`src/verilog/trk_cfg.svh`:
```
// Track output path configuration
`ifndef TRK_CFG_SVH
`define TRK_CFG_SVH

// ==========================================================
// Data widths
// ==========================================================
// Q16.16 fixed-point word
`define TRK_FP_W          32
`define TRK_TGT_ID_W      3
`define TRK_STREAM_ID_W   2

// ==========================================================
// Register map
// ==========================================================
`define TRK_ADDR_W        12
`define TRK_REG_CTRL      12'h000
`define TRK_REG_RATE      12'h008
`define TRK_REG_STREAM_SEL 12'h00C

// Reset rate of 10 per second for a 0.1 s sample interval
`define TRK_RATE_RESET    32'h000A_0000
// Pattern returned for unmapped reads
`define TRK_READ_INVALID  32'hDEAD_BEEF

// Samples between a forward estimate and its replay
`define TRK_LAG_DEPTH     4

`endif

```
`src/verilog/trk_pkg.sv`:
```
// Track output path types
`include "trk_cfg.svh"

package trk_pkg;

    // ==========================================================
    // Scalar and measurement types
    // ==========================================================
    // Signed Q16.16
    typedef logic signed [`TRK_FP_W-1:0] fp_t;

    // Input word with target id on top
    typedef struct packed {
        logic [`TRK_TGT_ID_W-1:0] tgt_id;
        fp_t                      y;
        fp_t                      x;
    } meas_t;

    // One track estimate
    typedef struct packed {
        logic [`TRK_TGT_ID_W-1:0] tgt_id;
        fp_t                      quality;
        fp_t                      vy;
        fp_t                      vx;
        fp_t                      y;
        fp_t                      x;
    } trk_est_t;

    // ==========================================================
    // Output stream
    // ==========================================================
    // Codes 2 and 3 are unused and fall back to forward
    typedef enum logic [`TRK_STREAM_ID_W-1:0] {
        STREAM_FWD = 2'd0,
        STREAM_LAG = 2'd1
    } stream_id_e;

    typedef struct packed {
        stream_id_e stream_id;
        trk_est_t   est;
    } trk_out_t;

    // Control register layout
    typedef struct packed {
        logic [29:0] rsvd;
        logic        sys_reset;
        logic        sys_enable;
    } cfg_ctrl_t;

    // Write word seen as control bits or as a fixed-point value
    typedef union packed {
        cfg_ctrl_t ctrl;
        fp_t       raw;
    } cfg_word_u;

endpackage

```
`src/verilog/trk_lag_line.sv`:
```
// Fixed-lag estimate replay line
`timescale 1ns/1ps
`include "trk_cfg.svh"

module trk_lag_line
    import trk_pkg::*;
#(
    parameter int DEPTH = `TRK_LAG_DEPTH
)(
    input  logic     clk,
    input  logic     rst_n,
    input  logic     sys_reset,
    input  trk_est_t est,
    input  logic     est_valid,
    output trk_est_t lag_est,
    output logic     lag_valid
);

    localparam int FILL_W = $clog2(DEPTH + 1);

    // Entry 0 is the newest
    trk_est_t          line_q [DEPTH];
    logic [FILL_W-1:0] fill;
    logic              full;

    assign full = (fill == FILL_W'(DEPTH));

    // ==========================================================
    // Fill tracking
    // ==========================================================
    always_ff @(posedge clk or negedge rst_n) begin
        if (!rst_n) begin
            fill      <= '0;
            lag_valid <= 1'b0;
        end else if (sys_reset) begin
            // Needs DEPTH new estimates before replay resumes
            fill      <= '0;
            lag_valid <= 1'b0;
        end else begin
            lag_valid <= est_valid & full;
            if (est_valid && !full) begin
                fill <= fill + 1'b1;
            end
        end
    end

    // ==========================================================
    // Shift and replay
    // ==========================================================
    // Oldest entry leaves as the new one enters
    always_ff @(posedge clk) begin
        if (est_valid) begin
            lag_est   <= line_q[DEPTH-1];
            line_q[0] <= est;
            for (int i = 1; i < DEPTH; i++) begin
                line_q[i] <= line_q[i-1];
            end
        end
    end

    // Replay only from a full line whose count stops at the depth
    a_lag_only_when_full: assert property (
        @(posedge clk) disable iff (!rst_n)
        (fill <= FILL_W'(DEPTH)) && (!lag_valid || full)
    ) else $error("lag_valid while the line was not full");

endmodule

```
`config.mk`:
```
export PLATFORM = sky130hd
export DESIGN_NAME = trk_lag_line
export DESIGN_NICKNAME = d
export VERILOG_FILES = /design/src/verilog/trk_pkg.sv /design/src/verilog/trk_lag_line.sv
export VERILOG_INCLUDE_DIRS = /design/src /design/src/verilog
export SDC_FILE = /design/constraint.sdc
export NUM_CORES = 1
export LEC_CHECK = 0
export ABC_AREA = 0
export BUFFER_PORTS_ARGS = -buffer_cell sky130_fd_sc_hd__buf_2
export CORE_MARGIN = 2
export CORE_UTILIZATION = 56
export DETAILED_ROUTE_END_ITERATION = 16
export PLACE_DENSITY_LB_ADDON = 0.2
export SYNTH_ARGS = -nofsm -noshare
export SYNTH_HDL_FRONTEND = slang
export SYNTH_SLANG_ARGS = --single-unit
```
`constraint.sdc`:
```
create_clock -name clk -period 1.5 [get_ports clk]
set_input_delay 0.15 -clock clk [delete_from_list [all_inputs] [get_ports clk]]
set_output_delay 0.15 -clock clk [all_outputs]
set_load 0.005 [all_outputs]
```
; After elaboration in Yosys (flattened, before gate mapping)
; Memory sizes are Yosys's and may differ from the RTL's. A register that Yosys moved wholly into a read port is not among the register bits.
; Cells that the tools add are included.
; Widths: inputs -> output; s select.
[word_totals]
out_inout_bits = 164
mem_count = 1
ram_bits = 652
elab_cells = 14
inputBits = 167
regBits = 4
[op_classes]
n_eq_ne = 1
addsub = 1
mux = 5
bitwise_logic = 1
reduce_logical = 3
[mem_list]
columns = name, words, word_bits, read_ports, rd_clocked_by_memory_dff, write_ports, line_no
row1 = line_q, 4, 163, 4, 1, 4, trk_lag_line.sv:22  ; trk_est_t line_q [DEPTH];
[ops]
columns = operator, count
row1 = $mux 3, 2
row2 = $add 3x1->3 const B, 1
row3 = $eq 3x3->1 const B, 1
row4 = $mux 1, 3
row5 = $reduce_bool 2->1, 1
row6 = $and 1x1->1, 1
row7 = $logic_and 1x1->1, 1
row8 = $logic_not 1->1, 1

; Longest topological paths before layout
[logic_depth]
word_depth = 5
depth_mapped = 4
depth_no_buf = 4

; Worst setup path before layout
; OpenSTA, ideal clock, no wires.
[synth_timing]
kind = reg-to-reg
startpoint = register fill[0]
endpoint = register fill[0]
path_stages_with_launch = 5
required_ns = 1.375
period_less_slack_ns = 1.232
path_buffers = 0
t_arrival_ns = 1.107
setup_time_ns = 0.125
slack_ns = 0.268
cell_sequence = dfrtp_1 > inv_1 > ha_1 > a21boi_4 > mux2_4
[synth_between]
elab_chain_cells = 4
word_cells_on_any_way = 7
[synth_rtl]
columns = element, line_no
row1 = start: declaration, trk_lag_line.sv:23  ; logic [FILL_W-1:0] fill;
row2 = start signal: assignment, trk_lag_line.sv:42  ; fill <= fill + 1'b1;
row3 = branches (longest 4 deep; another with $add 3x1->3), --
; Several ways; the timed one is not identified. The select of a mux whose other input is x is not followed.
; A chain may end at the register's enable or synchronous reset.

; Worst setup path after layout
[layout_timing]
startpoint = register lag_est[73] (netlist name)
endpoint = output lag_est[73] in the netlist's numbering
[layout_lines]
columns = element, line_no
row1 = end: declaration, trk_lag_line.sv:15  ; output trk_est_t lag_est,
; No word-level cell between the ends.

==> results.sh <==
export IMPL_outcome="finished clean"
export IMPL_io_pins=331
export IMPL_setup_ws_ps=170
export IMPL_avgSynthCellArea_um2=29.6
export IMPL_synth_top_family_by_area="simple AND/OR/NAND/NOR gates"
export IMPL_via_per_inst=4.78
export IMPL_min_from="est[118]"
export IMPL_synth_xor_area_frac=0
export IMPL_ff_latch_area_um2=24600
export IMPL_relSlewSlack=0.756
export IMPL_post_place_cells=1792
export IMPL_grt_usage=0.168
export IMPL_hpwl_um=22200
export IMPL_netlist_instances=834
export IMPL_synth_compound_area_frac=0.000962
export IMPL_worst_pin_slew_ps=367
export IMPL_crit_slowest_cell="edfxtp_1"
export IMPL_fin_cells=2092
export IMPL_p_total_w=0.0471
export IMPL_antenna_found_initial=4
export IMPL_fp_dieArea_um2=45800
export IMPL_cp_slowest_stage_delay_ps=440
export IMPL_synth_fa_ha_area_frac=0.00101
export IMPL_cts_sinks=819
export IMPL_first_iter_violations=731
export IMPL_ys_warn_count=0
export IMPL_first_global_vias=10200
export IMPL_clkTransAtPathRegs_ps=60
export IMPL_htreeDepth=3
export IMPL_cts_resized=0
export IMPL_period_share=0.887
export IMPL_fmax_mhz=752
export IMPL_path_cells="buf_2"
export IMPL_place_ws_ps=201
export IMPL_cp_end_kind="output pin"
export IMPL_yosysTopAreaCellShare=0.990
export IMPL_fin_area_um2=31700
export IMPL_synth_simple_area_share=0.00218
export IMPL_cts_tree="done"
export IMPL_cts_root_buffer="clkbuf_16"
export IMPL_crit_path_max_fanout=1
export IMPL_drv_slew=0
export IMPL_p_leak_nw=11.6
export IMPL_area_delta_synth_final_pct=28.2
export IMPL_r2r_setup_slack_ps=210
export IMPL_drtAntennaViolNets=0
export IMPL_clock_path_buffers=3
export IMPL_place_gp_congestion=0.783
export IMPL_drt_total_wl_um=38400
export IMPL_powerDensity_nw_per_um2=1490
export IMPL_critical_path_top_delay_family="flip-flops"
export IMPL_fillers=2402
export IMPL_criticalPathCategory="register to output pin"
export IMPL_r2r_start="fill[0]"
export IMPL_ys_ff_latch=819
export IMPL_synthDistinctLibCells=14
export IMPL_period_needed_ps=1330
export IMPL_grt_pass1_wl_um=57600
export IMPL_die_width_um=214
export IMPL_ir_drop_uv=1370
export IMPL_tns_ps=0
export IMPL_first_pass_iters=6
export IMPL_multi_input_area_um2=128
export IMPL_rsz0062_at_grt="no"
export IMPL_grt_max_degree=73
export IMPL_hold_path_class="input port to register"
export IMPL_post_route_drc_count=0
export IMPL_rows=76
export IMPL_vias=9991
export IMPL_synth_fp_nets=1003
export IMPL_clock_skew_ps=14.9
export IMPL_drive_gt1_frac=0.319
export IMPL_layout_commonest_cell="edfxtp_1"
export IMPL_cts_buffers=76
export IMPL_start_util=0.571
export IMPL_syn_area_um2=24700
export IMPL_max_cap_viol_count=0
export IMPL_startpoint_type="register"
export IMPL_hold_viol=0
export IMPL_synth_area_top_cells="edfxtp_1 (99%), dfrtp_1 (0.41%), ha_1 (0.10%)"
export IMPL_cp_num_buf_inv=1
export IMPL_die_h_um=214
export IMPL_synthMuxAreaShare=0.00101
export IMPL_placed_area_um2=27600
export IMPL_core_area_um2=43300
export IMPL_crit_required_ps=1350
export IMPL_seq_area_frac_synth=0.995
export IMPL_io_buffers=330
export IMPL_crit_start="lag_est[73]"
export IMPL_setup_viol=0
export IMPL_wl_per_cell_um=18.3
export IMPL_clk_latency_ps=580
export IMPL_arrival_ps=1180
export IMPL_yosysTopAreaCell="edfxtp_1"
export IMPL_final_cell_mix="edfxtp_1 (815), buf_2 (329), dlygate4sd3_1 (167)"
export IMPL_layout_nets=1621
export IMPL_grt_ovfl_total=0
## cell type report
cell class	count	area share
Timing Repair Buffer	540	0.122
Clock inverter	32	0.00987
Inverter	2	0.000237
Tap cell	585	0.0231
Antenna cell	2	0.000158
Sequential cell	819	0.776
Clock buffer	99	0.0654
Multi-Input combinational cell	13	0.00403
## synth_stat cells
cell / count
edfxtp_1: 815
dfrtp_1: 4
ha_1: 2
inv_1: 2
nand2b_1: 2
a21boi_4: 1
a21oi_1: 1
and4b_1: 1
and4b_2: 1
mux2_4: 1
mux2i_1: 1
nor2_1: 1
nor2b_1: 1
nor3_2: 1
## routing by layer
metal | up-vias | global-route usage | wire, um
li1 | 4655 | - | -
met1 | 4942 | 0.214 | 15400
met2 | 316 | 0.275 | 19100
met3 | 74 | 0.0570 | 2870
met4 | 4 | 0.0581 | 1020
met5 | - | 0 | 27
## worst reg2reg max path, delay by kind of cell, from the launching register on
kind,cells,cell delay (ps)
buffers and inverters,1,60
DFF,1,380
AOI/OAI and AO/OA,1,190
muxes,1,310
adders and majority gates,1,240
## kinds of logic after synthesis
family | after synthesis
AO/OA/AOI/OAI | 2
AND/OR/NAND/NOR | 7
adder cells (fa/ha/maj) | 2
buffers and inverters | 2
multiplexers | 2
flip-flops | 819
## final timing paths
path	endpoint	cells after the start
setup / recovery	lag_est[73]	1
min in group asynchronous	lag_valid	3
max in group asynchronous	fill[0]	3
hold reg to reg	line_q[3][18]	0
hold / removal	line_q[0][118]	2
setup reg to reg	fill[0]	4
## what timing repair did
| action | CTS | global route |
|---|---|---|
| buffers inserted | 0 | 0 |
| hold buffers | 167 | 0 |
| endpoints found under the hold margin | 174 | 0 |
## sequential cells by signal (all words and copies together), names as in the netlist
signal     cells
lag_valid      1
line_q       652
lag_est      163
fill           3
## power breakdown
| part | switching [W] | leakage [nW] | internal [W] |
|---|---|---|---|
| clock network | 0.00758 | 1.17 | 0.0108 |
| registers | 0.000391 | 8.03 | 0.0269 |
| logic | 0.000770 | 2.35 | 0.000736 |
## stage by stage
step                      utilization  hold slack [ps]
final                           0.732              273
after global routing            0.732              241
after CTS                       0.732              235
after detailed placement        0.638            -37.3
after global placement          0.638            -40.3
after floorplan                     -             -146
Power figures use the tool's default switching activity.
