===== src/verilog/trk_cfg.svh =====
// Track output path configuration
`ifndef TRK_CFG_SVH
`define TRK_CFG_SVH

// ==========================================================
// Data widths
// ==========================================================
// Q16.16 fixed-point word
`define TRK_FP_W          32
`define TRK_TGT_ID_W      3
`define TRK_STREAM_ID_W   2

// ==========================================================
// Register map
// ==========================================================
`define TRK_ADDR_W        12
`define TRK_REG_CTRL      12'h000
`define TRK_REG_RATE      12'h008
`define TRK_REG_STREAM_SEL 12'h00C

// Reset rate of 10 per second for a 0.1 s sample interval
`define TRK_RATE_RESET    32'h000A_0000
// Pattern returned for unmapped reads
`define TRK_READ_INVALID  32'hDEAD_BEEF

// Samples between a forward estimate and its replay
`define TRK_LAG_DEPTH     4

`endif


===== src/verilog/trk_pkg.sv =====
// Track output path types
`include "trk_cfg.svh"

package trk_pkg;

    // ==========================================================
    // Scalar and measurement types
    // ==========================================================
    // Signed Q16.16
    typedef logic signed [`TRK_FP_W-1:0] fp_t;

    // Input word with target id on top
    typedef struct packed {
        logic [`TRK_TGT_ID_W-1:0] tgt_id;
        fp_t                      y;
        fp_t                      x;
    } meas_t;

    // One track estimate
    typedef struct packed {
        logic [`TRK_TGT_ID_W-1:0] tgt_id;
        fp_t                      quality;
        fp_t                      vy;
        fp_t                      vx;
        fp_t                      y;
        fp_t                      x;
    } trk_est_t;

    // ==========================================================
    // Output stream
    // ==========================================================
    // Codes 2 and 3 are unused and fall back to forward
    typedef enum logic [`TRK_STREAM_ID_W-1:0] {
        STREAM_FWD = 2'd0,
        STREAM_LAG = 2'd1
    } stream_id_e;

    typedef struct packed {
        stream_id_e stream_id;
        trk_est_t   est;
    } trk_out_t;

    // Control register layout
    typedef struct packed {
        logic [29:0] rsvd;
        logic        sys_reset;
        logic        sys_enable;
    } cfg_ctrl_t;

    // Write word seen as control bits or as a fixed-point value
    typedef union packed {
        cfg_ctrl_t ctrl;
        fp_t       raw;
    } cfg_word_u;

endpackage


===== src/verilog/trk_cfg_regs.sv =====
// Track configuration registers
`timescale 1ns/1ps
`include "trk_cfg.svh"

module trk_cfg_regs
    import trk_pkg::*;
(
    input  logic                   clk,
    input  logic                   rst_n,
    input  logic [`TRK_ADDR_W-1:0] cfg_addr,
    input  cfg_word_u              cfg_wdata,
    input  logic                   cfg_wen,
    input  logic                   cfg_ren,
    output logic [`TRK_FP_W-1:0]   cfg_rdata,
    output logic                   sys_enable,
    output logic                   sys_reset,
    output fp_t                    cfg_rate,
    output stream_id_e             stream_sel
);

    // ==========================================================
    // Write decode
    // ==========================================================
    // Takes effect on the cycle cfg_wen is sampled
    always_ff @(posedge clk or negedge rst_n) begin
        if (!rst_n) begin
            sys_enable <= 1'b0;
            sys_reset  <= 1'b0;
            cfg_rate   <= `TRK_RATE_RESET;
            stream_sel <= STREAM_FWD;
        end else if (cfg_wen) begin
            case (cfg_addr)
                // Control view of the write word
                `TRK_REG_CTRL: begin
                    sys_enable <= cfg_wdata.ctrl.sys_enable;
                    sys_reset  <= cfg_wdata.ctrl.sys_reset;
                end
                // Fixed-point view for the rate
                `TRK_REG_RATE: cfg_rate <= cfg_wdata.raw;
                // Raw code kept and resolved at the output when unknown
                `TRK_REG_STREAM_SEL: begin
                    stream_sel <= stream_id_e'(cfg_wdata.raw[`TRK_STREAM_ID_W-1:0]);
                end
                default: ;
            endcase
        end
    end

    // ==========================================================
    // Readback
    // ==========================================================
    // Updated one cycle after cfg_ren and held otherwise
    always_ff @(posedge clk or negedge rst_n) begin
        if (!rst_n) begin
            cfg_rdata <= '0;
        end else if (cfg_ren) begin
            case (cfg_addr)
                `TRK_REG_CTRL:       cfg_rdata <= {30'b0, sys_reset, sys_enable};
                `TRK_REG_RATE:       cfg_rdata <= cfg_rate;
                `TRK_REG_STREAM_SEL: begin
                    cfg_rdata <= {{(`TRK_FP_W-`TRK_STREAM_ID_W){1'b0}}, stream_sel};
                end
                default:             cfg_rdata <= `TRK_READ_INVALID;
            endcase
        end
    end

    // Control write then read gives back the written bits over zero reserved bits
    property p_ctrl_rsvd_zero;
        @(posedge clk) disable iff (!rst_n)
        (cfg_wen && cfg_addr == `TRK_REG_CTRL) ##1 (cfg_ren && cfg_addr == `TRK_REG_CTRL)
        |=> (cfg_rdata == {30'b0, $past(cfg_wdata.ctrl.sys_reset, 2),
                           $past(cfg_wdata.ctrl.sys_enable, 2)});
    endproperty
    a_ctrl_rsvd_zero: assert property (p_ctrl_rsvd_zero)
        else $error("control readback differs from the written control bits");

endmodule


===== config.mk =====
export PLATFORM = sky130hd
export DESIGN_NAME = trk_cfg_regs
export DESIGN_NICKNAME = d
export VERILOG_FILES = /design/src/verilog/trk_pkg.sv /design/src/verilog/trk_cfg_regs.sv
export VERILOG_INCLUDE_DIRS = /design/src /design/src/verilog
export SDC_FILE = /design/constraint.sdc
export NUM_CORES = 1
export LEC_CHECK = 0
export CAP_MARGIN = 20
export CORE_MARGIN = 1
export CORE_UTILIZATION = 25
export CTS_BUF_LIST = sky130_fd_sc_hd__clkbuf_2 sky130_fd_sc_hd__clkbuf_4 sky130_fd_sc_hd__clkbuf_8
export CTS_CLUSTER_DIAMETER = 40
export DETAILED_ROUTE_END_ITERATION = 10
export DONT_BUFFER_PORTS = 1
export PLACE_DENSITY_LB_ADDON = 0.3
export SYNTH_ARGS = -nofsm -noshare
export SYNTH_HDL_FRONTEND = slang
export SYNTH_SLANG_ARGS = --single-unit

===== constraint.sdc =====
create_clock -name clk -period 1.9 [get_ports clk]
set_clock_uncertainty 0.15 [all_clocks]
set_input_delay 0.38 -clock clk [delete_from_list [all_inputs] [get_ports clk]]
set_output_delay 0.38 -clock clk [all_outputs]
set_load 0.005 [all_outputs]

# Word-level counts from Yosys, hierarchy flattened
# Cells that the tools add are included.
# word_totals
out_inout_bits	68
inputBits	48
word_cells	12
ff_bits	68
# classes
n_eq_ne	2
reduce_logical	4
mux	1
# op_table
cell	n
$pmux 32 s3	1
$eq 12x4->1 const B	2
$logic_not 12->1	1
$reduce_and 2->1	3

# Logic depth before layout (Yosys ltp)
# Gate-level depths: netlist of the first run.
# depth
ltp_word	2
depth_mapped	5
depth_no_buf	3

# Worst setup path after synthesis of the first run
# OpenSTA, ideal clock, no wires.
# synth_path
path_kind	input-to-reg
start	input cfg_addr[2]
end	register cfg_rate[0]
setup_time_ns	0.125
path_buffers	2
required_time_ns	1.625
cell_stages	5
t_arrival_ns	1.429
setup_slack_ns	0.196
path_cell_list	buf_2 > and3b_1 > nand4_2 > buf_6 > mux2_4
# synth_via
elab_chain_cells	2
# synth_rtl
item	line	source
start: declaration	trk_cfg_regs.sv:10	input logic [`TRK_ADDR_W-1:0] cfg_addr,
$eq 12x4->1	trk_cfg_regs.sv:32	case (cfg_addr)
$reduce_and 2->1 (no line)	-	
end signal: assignment	trk_cfg_regs.sv:29	cfg_rate <= `TRK_RATE_RESET;
end signal: assignment	trk_cfg_regs.sv:39	`TRK_REG_RATE: cfg_rate <= cfg_wdata.raw;
end: declaration	trk_cfg_regs.sv:17	output fp_t cfg_rate,
# Every way passes these cells.
# A chain may end at the register's enable or synchronous reset.

# Final worst setup path of the first run
# layout_path
start	input cfg_addr[5]
end	register cfg_rate[26]
# The elaborated chain is that of the path after synthesis.

==> results of run 1 <==
[cells by family after synthesis]
group,Yosys count
simple gates,60
flops,68
compound gates,34
mux,38
buf+inv,18
[synthesized netlist by cell type]
library cell  instances
nand4_1               1
nor2_1               25
nor4bb_1              1
nand4_2               1
nand2_1              22
buf_2                 6
dfstp_2               2
o2bb2ai_1             2
mux2_4               30
nor4_4                2
nor2b_1               1
a21oi_1               2
nor4_1                1
and4_1                2
clkbuf_1              8
buf_6                 3
a32o_1                8
inv_1                 1
dfrtp_1              66
nor3_1                2
mux2i_1               2
a31oi_1              22
and3b_1               1
mux2_2                6
nand2b_1              1
[power by group through the flow]
stage	Sequential (W)	Combinational [W]	Clock, W
floorplan	0.00148	0.0000469	0
global placement	0.00148	0.0000521	0
detailed placement	0.00148	0.0000520	0
CTS	0.00145	0.0000521	0.00121
global route	0.00145	0.0000568	0.00128
finish	0.00145	0.0000513	0.00117
[worst register-to-register path, delay by kind of cell (launching register included)]
| kind | cells | cell delay, ps |
|---|---|---|
| AO/OA/AOI/OAI | 2 | 210 |
| flip-flops | 1 | 420 |
| multiplexers | 1 | 140 |
[cell type report]
cell class	instances	area, um^2	share of cell area (%)
tap	140	175	5.41
sequential	68	1700	52.7
multi-input combinational	132	1100	33.9
timing repair buffer	7	65.1	2.01
clock buffer	10	138	4.25
clock inverter	5	52.6	1.62
inverter	1	3.75	0.116
[routing by layer]
layer / share of wire, % / vias up / track usage (%) / routed length, um
met5: 0 / - / 0 / 0
met4: 1.3 / 0 / 4.86 / 90
met3: 9.7 / 8 / 5.33 / 648
met2: 46 / 78 / 17.3 / 3080
met1: 43 / 861 / 14.4 / 2860
li1: - / 785 / - / -
[state kept, by name, indices dropped and copies added (netlist names)]
register / cells
stream_sel: 2
sys_reset: 1
sys_enable: 1
cfg_rdata: 32
cfg_rate: 32
[cell usage in the layout, fill, tap and decap left out, types with 2 or more instances in the layout]
master | netlist | routed
nor4_4 | 2 | 2
nor3_1 | 2 | 2
o2bb2ai_1 | 2 | 2
a32o_1 | 8 | 8
mux2i_1 | 2 | 2
nand2_1 | 22 | 22
clkinv_2 | 0 | 3
buf_4 | 0 | 6
dfstp_2 | 2 | 2
dfrtp_1 | 66 | 66
mux2_4 | 30 | 30
clkbuf_8 | 0 | 10
mux2_2 | 6 | 6
and4_1 | 2 | 2
nor2_1 | 25 | 25
a21oi_1 | 2 | 2
a31oi_1 | 22 | 22
[worst paths after layout]
kind	from	end	slack [ps]
hold / removal	rst_n	cfg_rdata[26]$_DFFE_PN0P_	-420
min in group clk	cfg_ren	cfg_rdata[0]$_DFFE_PN0P_	30
setup / recovery	cfg_addr[5]	cfg_rate[26]$_DFFE_PN0P_	480
hold reg to reg	cfg_rdata[24]$_DFFE_PN0P_	cfg_rdata[24]$_DFFE_PN0P_	380
setup reg to reg	stream_sel[1]$_DFFE_PN0P_	cfg_rdata[1]$_DFFE_PN0P_	860
max in group asynchronous	rst_n	cfg_rate[17]$_DFFE_PN1P_	1830
[per-stage QoR]
step	power [W]	instances	utilization, %	cell area (um^2)	hold slack, ps
after floorplan	0.00153	218	-	2890	-65.6
after global placement	0.00154	348	27.6	3050	-63.8
after detailed placement	0.00154	348	27.6	3050	-63.3
after CTS	0.00272	363	29.3	3240	-442
after global routing	0.00280	363	29.3	3240	-447
final	0.00267	363	29.3	3240	-415
==> impl_metrics.py, run 1 <==
metrics = {
    "die": {
        "die_w_um": 109,
        "dieHeight_um": 109,
        "core_um2": 11000,
        "rows": 38,
        "design.die.area_um2": 12000,
        "start_util_pct": 26.2,
        "ios": 116,
    },
    "worst_setup_path": {
        "cp_num_buf_inv": 1,
        "cp_slowest_cell": "nor4_4",
        "rr_worst_depth": 3,
        "max_stage_delay_ps": 370,
        "cp.required_ps": 1970,
        "start_kind": "primary input",
        "cp_num_cells": 4,
        "path_cells": "nor4_4 -> nand4_4 -> buf_4 -> mux2_4",
        "cp_top_family": "simple AND/OR/NAND/NOR gates",
        "crit_arrival_ps": 1490,
        "worstSetupEndpointType": "flop",
        "path_max_fanout": 18,
        "critPathKind": "primary input to flop",
    },
    "clocking": {
        "cts-root-buf": "clkbuf_8",
        "clock_sinks": 68,
        "cts_resized": 0,
        "clk_pin_slew_ps": 80,
        "cts_inserted_buffers": 9,
        "cts_buffer_depth": 2,
        "cts_setup_buffers": 0,
        "htree_levels": 3,
        "clock_latency_ps": 330,
        "cts_tree": "done",
    },
    "global_routing": {
        "grt_max_degree": 69,
        "track_usage_pct": 11.6,
        "grt_pass1_wl_um": 9940,
        "grt-ovfl-total": 0,
        "first_global_vias": 1733,
        "antenna_found_initial": 0,
    },
    "power_and_ir_drop": {
        "p_per_area_nw_per_um2": 826,
        "switchingPower_w": 0.000574,
        "power.internal_w": 0.00210,
        "ir_worst_vdd_uv": 315,
        "p_leak_nw": 1.42,
        "power_frac_clock_pct": 43.7,
        "seq_power_share_pct": 54.4,
        "pwr-share-comb_pct": 1.9,
        "power.share.switching_pct": 21.5,
    },
    "routing": {
        "via_per_inst": 4.77,
        "wirelength_um": 6680,
        "avgRoutedWirePerCell_um": 18.4,
        "ant_nets": 0,
        "drcViolationCount": 0,
        "first_pass_iters": 4,
        "vias": 1732,
        "initialDrtViolationCount": 58,
    },
    "logic_synthesis": {
        "yosysTopAreaCellShare_pct": 57.2,
        "yosysWarnings": 0,
        "yosys_register_bits": 68,
        "yosys.area.top_type": "dfrtp_1",
        "synth_compound_area_share_pct": 8.49,
        "synth.area.mux_share_pct": 18.6,
        "syn_avg_cell_area_um2": 13.2,
        "synth-adder-area-share_pct": 0,
        "ys_types": 25,
        "synth_cells": 218,
        "synth-simple-area-share_pct": 10.5,
        "synth_top_family_by_area": "multiplexers",
        "syn-cell-area_um2": 2890,
        "synthXorXnorAreaFrac_pct": 0,
        "ys_top_cells_by_area": "dfrtp_1 57%, mux2_4 16%, a31oi_1 4.8%",
        "syn-num-nets": 266,
        "yosysSeqAreaShare_pct": 59.0,
    },
    "placed_design": {
        "portBuffers": 0,
        "place_congestion": 0.667,
        "dpl.hpwl_um": 4550,
        "dp_slack_ps": 127,
    },
    "job": {
        "max_cap_viol_count": 0,
    },
    "sta": {
        "maxSlewHeadroom_pct": 77.2,
        "worst_slack_ps": 476,
        "holdWs_ps": -415,
        "worst_slew_pin_slew_ps": 340,
        "tns_ps": 0,
        "finalSetupViolCount": 0,
        "rsz0062_at_grt": "no",
        "max_freq_ghz": 0.702,
        "slew_violations": 0,
        "fin_crit_ps": 1420,
        "hold_viol": 68,
        "timing.final.crit_share_pct": 74.9,
    },
    "final_layout": {
        "n_fill_cell": 1131,
        "drive_above_1_share_pct": 28.7,
        "antenna_cells": 0,
        "nNetsFinal": 267,
        "syn_to_final_growth_pct": 12.0,
    },
    "run_status": {
        "violations": "negative hold slack",
        "status": "finished with violations",
    },
    "hold_path": {
        "hp-class": "primary input to async pin",
    },
}
(Power assumes the default switching activity.)
==> run 2: changes to the inputs <==
- ABC_AREA: unset -> 1
- clock period: 1.9 -> 1.5 ns (I/O delays scaled with it)
==> impl_metrics.py, run 2 <==
metrics = {
    "routing": {
        "ant_nets": 0,
        "initialDrtViolationCount": 119,
        "drcViolationCount": 0,
        "avgRoutedWirePerCell_um": 15.8,
        "vias": 2339,
        "wirelength_um": 7980,
        "first_pass_iters": 4,
        "via_per_inst": 4.64,
    },
    "power_and_ir_drop": {
        "power.share.switching_pct": 21.7,
        "total_power_w": 0.00336,
        "switchingPower_w": 0.000728,
        "p_leak_nw": 1.59,
        "power_frac_clock_pct": 40.9,
        "p_per_area_nw_per_um2": 939,
        "power.internal_w": 0.00263,
        "seq_power_share_pct": 54.9,
        "ir_worst_vdd_uv": 504,
        "pwr-share-comb_pct": 4.2,
    },
    "worst_setup_path": {
        "worstSetupEndpointType": "primary output",
        "cp.required_ps": 1050,
        "crit_arrival_ps": 890,
        "path_max_fanout": 3,
        "start_kind": "flop",
        "critPathKind": "flop to primary output",
    },
    "die": {
        "ios": 116,
        "core_um2": 11000,
        "die_w_um": 109,
        "rows": 38,
        "start_util_pct": 25.9,
        "design.die.area_um2": 11800,
        "dieHeight_um": 109,
    },
    "final_layout": {
        "mostFrequentLayoutCell": "nand2_1",
        "utilization_pct": 32.6,
        "nNetsFinal": 408,
        "antenna_cells": 0,
        "syn_to_final_growth_pct": 25.5,
        "n_fill_cell": 1151,
        "top_regs": "cfg_rate x32, cfg_rdata x32, stream_sel x2",
        "drive_above_1_share_pct": 10.2,
        "final_cell_mix": "113 x nand2_1, 66 x dfrtp_1, 37 x nand3_1, 36 x nor2_1, 32 x dlygate4sd3_1",
    },
    "global_routing": {
        "grt-busiest-layer": "met2",
        "grt-ovfl-total": 0,
        "use_met3_pct": 5.62,
        "track_usage_pct": 14.1,
        "antenna_found_initial": 0,
        "use_met1_pct": 17.0,
        "met2_usage_pct": 22.7,
        "first_global_vias": 2313,
        "grt_max_degree": 69,
        "grt_pass1_wl_um": 12300,
    },
    "sta": {
        "worst_slew_pin_slew_ps": 412,
        "hold_viol": 68,
        "max_freq_ghz": 0.745,
        "slew_violations": 0,
        "finalSetupViolCount": 0,
        "fin_crit_ps": 1340,
        "timing.final.crit_share_pct": 89.5,
        "holdWs_ps": -503,
        "maxSlewHeadroom_pct": 72.5,
        "worst_slack_ps": 157,
        "rsz0062_at_grt": "no",
    },
    "placed_design": {
        "portBuffers": 0,
        "dpl.hpwl_um": 5030,
        "place_congestion": 0.688,
        "dp_slack_ps": -136,
    },
    "clocking": {
        "cts_buffer_depth": 2,
        "cts-root-buf": "clkbuf_8",
        "cts_resized": 0,
        "cts_tree": "done",
        "cts_hold_buf": 34,
        "htree_levels": 3,
        "cts_inserted_buffers": 9,
        "clock_latency_ps": 340,
        "clk_pin_slew_ps": 70,
        "clock_sinks": 68,
    },
    "logic_synthesis": {
        "yosysWarnings": 0,
        "syn-num-nets": 369,
        "synth_commonest_cells": "113 x nand2_1, 66 x dfrtp_1, 37 x nand3_1",
        "yosysSeqAreaShare_pct": 59.8,
        "async_reset_ff_share_pct": 100,
        "yosysMostFrequentCell": "nand2_1",
        "synth_edf_count": 0,
        "synth_cells": 321,
        "ys_types": 19,
        "syn_avg_cell_area_um2": 8.88,
        "yosysTopAreaCellShare_pct": 58.0,
        "yosys_register_bits": 68,
        "syn-cell-area_um2": 2850,
        "ys_top_cells_by_area": "dfrtp_1 58%, nand2_1 15%, nand3_1 6.5%",
        "yosys.area.top_type": "dfrtp_1",
        "synth-main-ff-cell": "dfrtp_1",
    },
    "hold_path": {
        "hp-class": "primary input to async pin",
    },
    "run_status": {
        "status": "finished with violations",
        "violations": "negative hold slack",
    },
    "job": {
        "max_cap_viol_count": 0,
    },
}
-- run 2: changes by cell type after synthesis, moves of 4 or more --
cell / previous run / this run
nor2_1: 25 / 36
buf_4: 0 / 5
nand2_1: 22 / 113
mux2_2: 6 / 0
a31oi_1: 22 / 0
a21oi_1: 2 / 22
buf_2: 6 / 1
a32o_1: 8 / 0
inv_1: 1 / 5
nand3_1: 0 / 37
o21ai_0: 0 / 11
mux2_4: 30 / 0
-- run 2: timing repair --
item	4_1_cts	5_1_grt
setup endpoints to repair	0	0
hold endpoints to repair	132	68
buffers inserted	0	0
-- run 2: final timing paths --
| check | startpoint | endpoint | slack, ps | depth (start not counted) |
|---|---|---|---|---|
| setup / recovery | cfg_rate[19]$_DFFE_PN1P_ | cfg_rate[19] | 160 | 0 |
| hold / removal | rst_n | cfg_rate[28]$_DFFE_PN0P_ | -500 | 0 |
| setup reg to reg | cfg_rate[0]$_DFFE_PN0P_ | cfg_rdata[0]$_DFFE_PN0P_ | 510 | 4 |
| hold reg to reg | cfg_rate[17]$_DFFE_PN1P_ | cfg_rate[17]$_DFFE_PN1P_ | 330 | 2 |
| max in group asynchronous | rst_n | cfg_rate[17]$_DFFE_PN1P_ | 1510 | 0 |
| min in group clk | cfg_wen | stream_sel[1]$_DFFE_PN0P_ | 50 | 2 |
-- run 2: final cells by class --
class                      instances  area, um^2  share of cell area (%)
inverter                           6        27.5                   0.770
clock buffer                      13         166                    4.65
sequential                        68        1700                    47.7
clock inverter                     2        10.0                   0.280
tap                              140         175                    4.90
multi-input combinational        229         992                    27.7
timing repair buffer              46         500                    14.0
-- run 2: layer usage --
layer	vias to the layer above	wire, um	part of all wire (%)
met5	-	0	0
met4	0	100	1.3
met3	9	595	7.5
met2	84	3770	47
met1	1141	3520	44
li1	1105	-	-
-- run 2: logic make-up (layout without fill, tap and decap cells) --
group	count (synthesis)	count (layout)	synth area share [%]
and+or+nand+nor	192	192	28.2
DFF	68	68	59.8
AOI/OAI and AO/OA	37	37	6.68
buffers and inverters	24	67	5.36
-- run 2: power groups by stage --
stage / logic, W / registers, W / clock network, W
floorplan: 0.0000451 / 0.00188 / 0
global placement: 0.0000306 / 0.00188 / 0
detailed placement: 0.0000312 / 0.00188 / 0
CTS: 0.000141 / 0.00184 / 0.00144
global route: 0.000152 / 0.00184 / 0.00150
finish: 0.000141 / 0.00184 / 0.00137
-- run 2: through the flow --
| step | instances | hold slack [ps] | cell area (um^2) | TNS (ps) |
|---|---|---|---|---|
| final | 504 | -503 | 3580 | 0 |
| after CTS | 504 | -529 | 3580 | 0 |
| after global placement | 455 | -144 | 3040 | -1870 |
| after detailed placement | 455 | -144 | 3040 | -3690 |
| after floorplan | 321 | -146 | 2850 | 0 |
| after global routing | 504 | -537 | 3580 | 0 |
==> run 3: changes to the inputs <==
- CTS_BUF_LIST: sky130_fd_sc_hd__clkbuf_2 sky130_fd_sc_hd__clkbuf_4 sky130_fd_sc_hd__clkbuf_8 -> unset
==> impl_metrics.py, run 3 (synthesis results as in run 2) <==
metrics = {
    "final_layout": {
        "nNetsFinal": 407,
        "stdcell_count": 503,
        "mostFrequentLayoutCell": "nand2_1",
        "n_fill_cell": 1140,
        "utilization_pct": 33.3,
        "antenna_cells": 0,
        "drive_above_1_share_pct": 9.64,
        "top_regs": "cfg_rate x32, cfg_rdata x32, stream_sel x2",
        "final_cell_mix": "113 x nand2_1, 66 x dfrtp_1, 37 x nand3_1, 36 x nor2_1, 31 x dlygate4sd3_1",
        "syn_to_final_growth_pct": 28.5,
    },
    "routing": {
        "vias": 2348,
        "avgRoutedWirePerCell_um": 16.0,
        "first_pass_iters": 4,
        "ant_nets": 0,
        "drcViolationCount": 0,
        "wirelength_um": 8070,
        "initialDrtViolationCount": 112,
        "via_per_inst": 4.67,
    },
    "die": {
        "design.die.area_um2": 11800,
        "die_w_um": 109,
        "ios": 116,
        "dieHeight_um": 109,
        "core_um2": 11000,
        "start_util_pct": 25.9,
        "rows": 38,
    },
    "clocking": {
        "clk_pin_slew_ps": 60,
        "cts-root-buf": "clkbuf_16",
        "cts_inserted_buffers": 9,
        "cts_hold_buf": 33,
        "clock_sinks": 68,
        "cts_tree": "done",
        "htree_levels": 3,
        "clock_latency_ps": 330,
        "cts_buffer_depth": 2,
        "cts_resized": 0,
        "cts_setup_buffers": 0,
    },
    "run_status": {
        "violations": "negative hold slack",
        "status": "finished with violations",
    },
    "worst_setup_path": {
        "cp.required_ps": 1050,
        "reg2reg_to": "cfg_rdata[0]$_DFFE_PN0P_",
        "path_max_fanout": 3,
        "start_kind": "flop",
        "rr_worst_depth": 4,
        "crit_arrival_ps": 870,
        "worstSetupEndpointType": "primary output",
        "critPathKind": "flop to primary output",
        "rrSetupSlack_ps": 510,
        "r2r_start": "cfg_rate[0]$_DFFE_PN0P_",
    },
    "sta": {
        "worst_slack_ps": 175,
        "finalSetupViolCount": 0,
        "worst_slew_pin_slew_ps": 404,
        "maxSlewHeadroom_pct": 73.1,
        "fin_crit_ps": 1320,
        "rsz0062_at_grt": "no",
        "max_freq_ghz": 0.755,
        "timing.final.crit_share_pct": 88.3,
        "slew_violations": 0,
        "hold_viol": 68,
        "holdWs_ps": -484,
        "tns_ps": 0,
    },
    "placed_design": {
        "place_congestion": 0.688,
        "dp_slack_ps": -136,
        "placed_cells": 455,
        "portBuffers": 0,
        "dpl.hpwl_um": 5030,
    },
    "global_routing": {
        "met2_usage_pct": 23.1,
        "grt_pass1_wl_um": 12500,
        "first_global_vias": 2329,
        "track_usage_pct": 14.3,
        "antenna_found_initial": 1,
        "grt-busiest-layer": "met2",
        "grt-ovfl-total": 0,
        "use_met3_pct": 5.50,
        "use_met1_pct": 17.5,
        "grt_max_degree": 69,
    },
    "job": {
        "max_cap_viol_count": 0,
    },
    "power_and_ir_drop": {
        "p_per_area_nw_per_um2": 1070,
        "p_leak_nw": 1.63,
        "ir_worst_vdd_uv": 664,
        "total_power_w": 0.00392,
    },
    "hold_path": {
        "hp-class": "primary input to async pin",
    },
}
[run 3: cell count changes in the layout (fill, tap and decap cells not counted)]
cell,change
clkbuf_16,+9
clkbuf_8,-9
clkbuf_1,+2
clkbuf_4,-2
dlygate4sd3_1,-1
[run 3: final cells by class]
class / instances / area (um^2) / area share [%]
Tap cell: 140 / 175 / 4.79
Multi-Input combinational cell: 229 / 992 / 27.1
Clock inverter: 2 / 10.0 / 0.274
Sequential cell: 68 / 1700 / 46.6
Timing Repair Buffer: 45 / 490 / 13.4
Inverter: 6 / 27.5 / 0.752
Clock buffer: 13 / 260 / 7.11
[run 3: per-stage QoR]
step                      hold slack (ps)  instance area [um^2]
after floorplan                      -146                  2850
after global placement               -144                  3040
after detailed placement             -144                  3040
after CTS                            -498                  3660
after global routing                 -502                  3660
final                                -484                  3660
[run 3: how the worst max path moves through the flow]
stage | from | endpoint | slack (ps) | cells after the start
floorplan | cfg_addr[11] | cfg_rate[14]$_DFFE_PN0P_ | 60 | 9
global placement | cfg_addr[1] | cfg_rate[1]$_DFFE_PN0P_ | -70 | 8
detailed placement | cfg_addr[1] | cfg_rate[0]$_DFFE_PN0P_ | -140 | 8
CTS | cfg_rate[17]$_DFFE_PN1P_ | cfg_rate[17] | 160 | 0
global route | cfg_addr[1] | cfg_rate[1]$_DFFE_PN0P_ | 70 | 8
finish | cfg_rate[19]$_DFFE_PN1P_ | cfg_rate[19] | 180 | 0
[run 3: power breakdown]
part | switching [W] | internal, W
clock | 0.000737 | 0.00119
combinational | 0.0000641 | 0.0000759
sequential | 0.00000536 | 0.00184
[run 3: metal layers]
metal | wire, um | vias to the layer above
li1 | - | 1103
met1 | 3570 | 1149
met2 | 3800 | 86
met3 | 596 | 10
met4 | 99 | 0
met5 | 0 | -
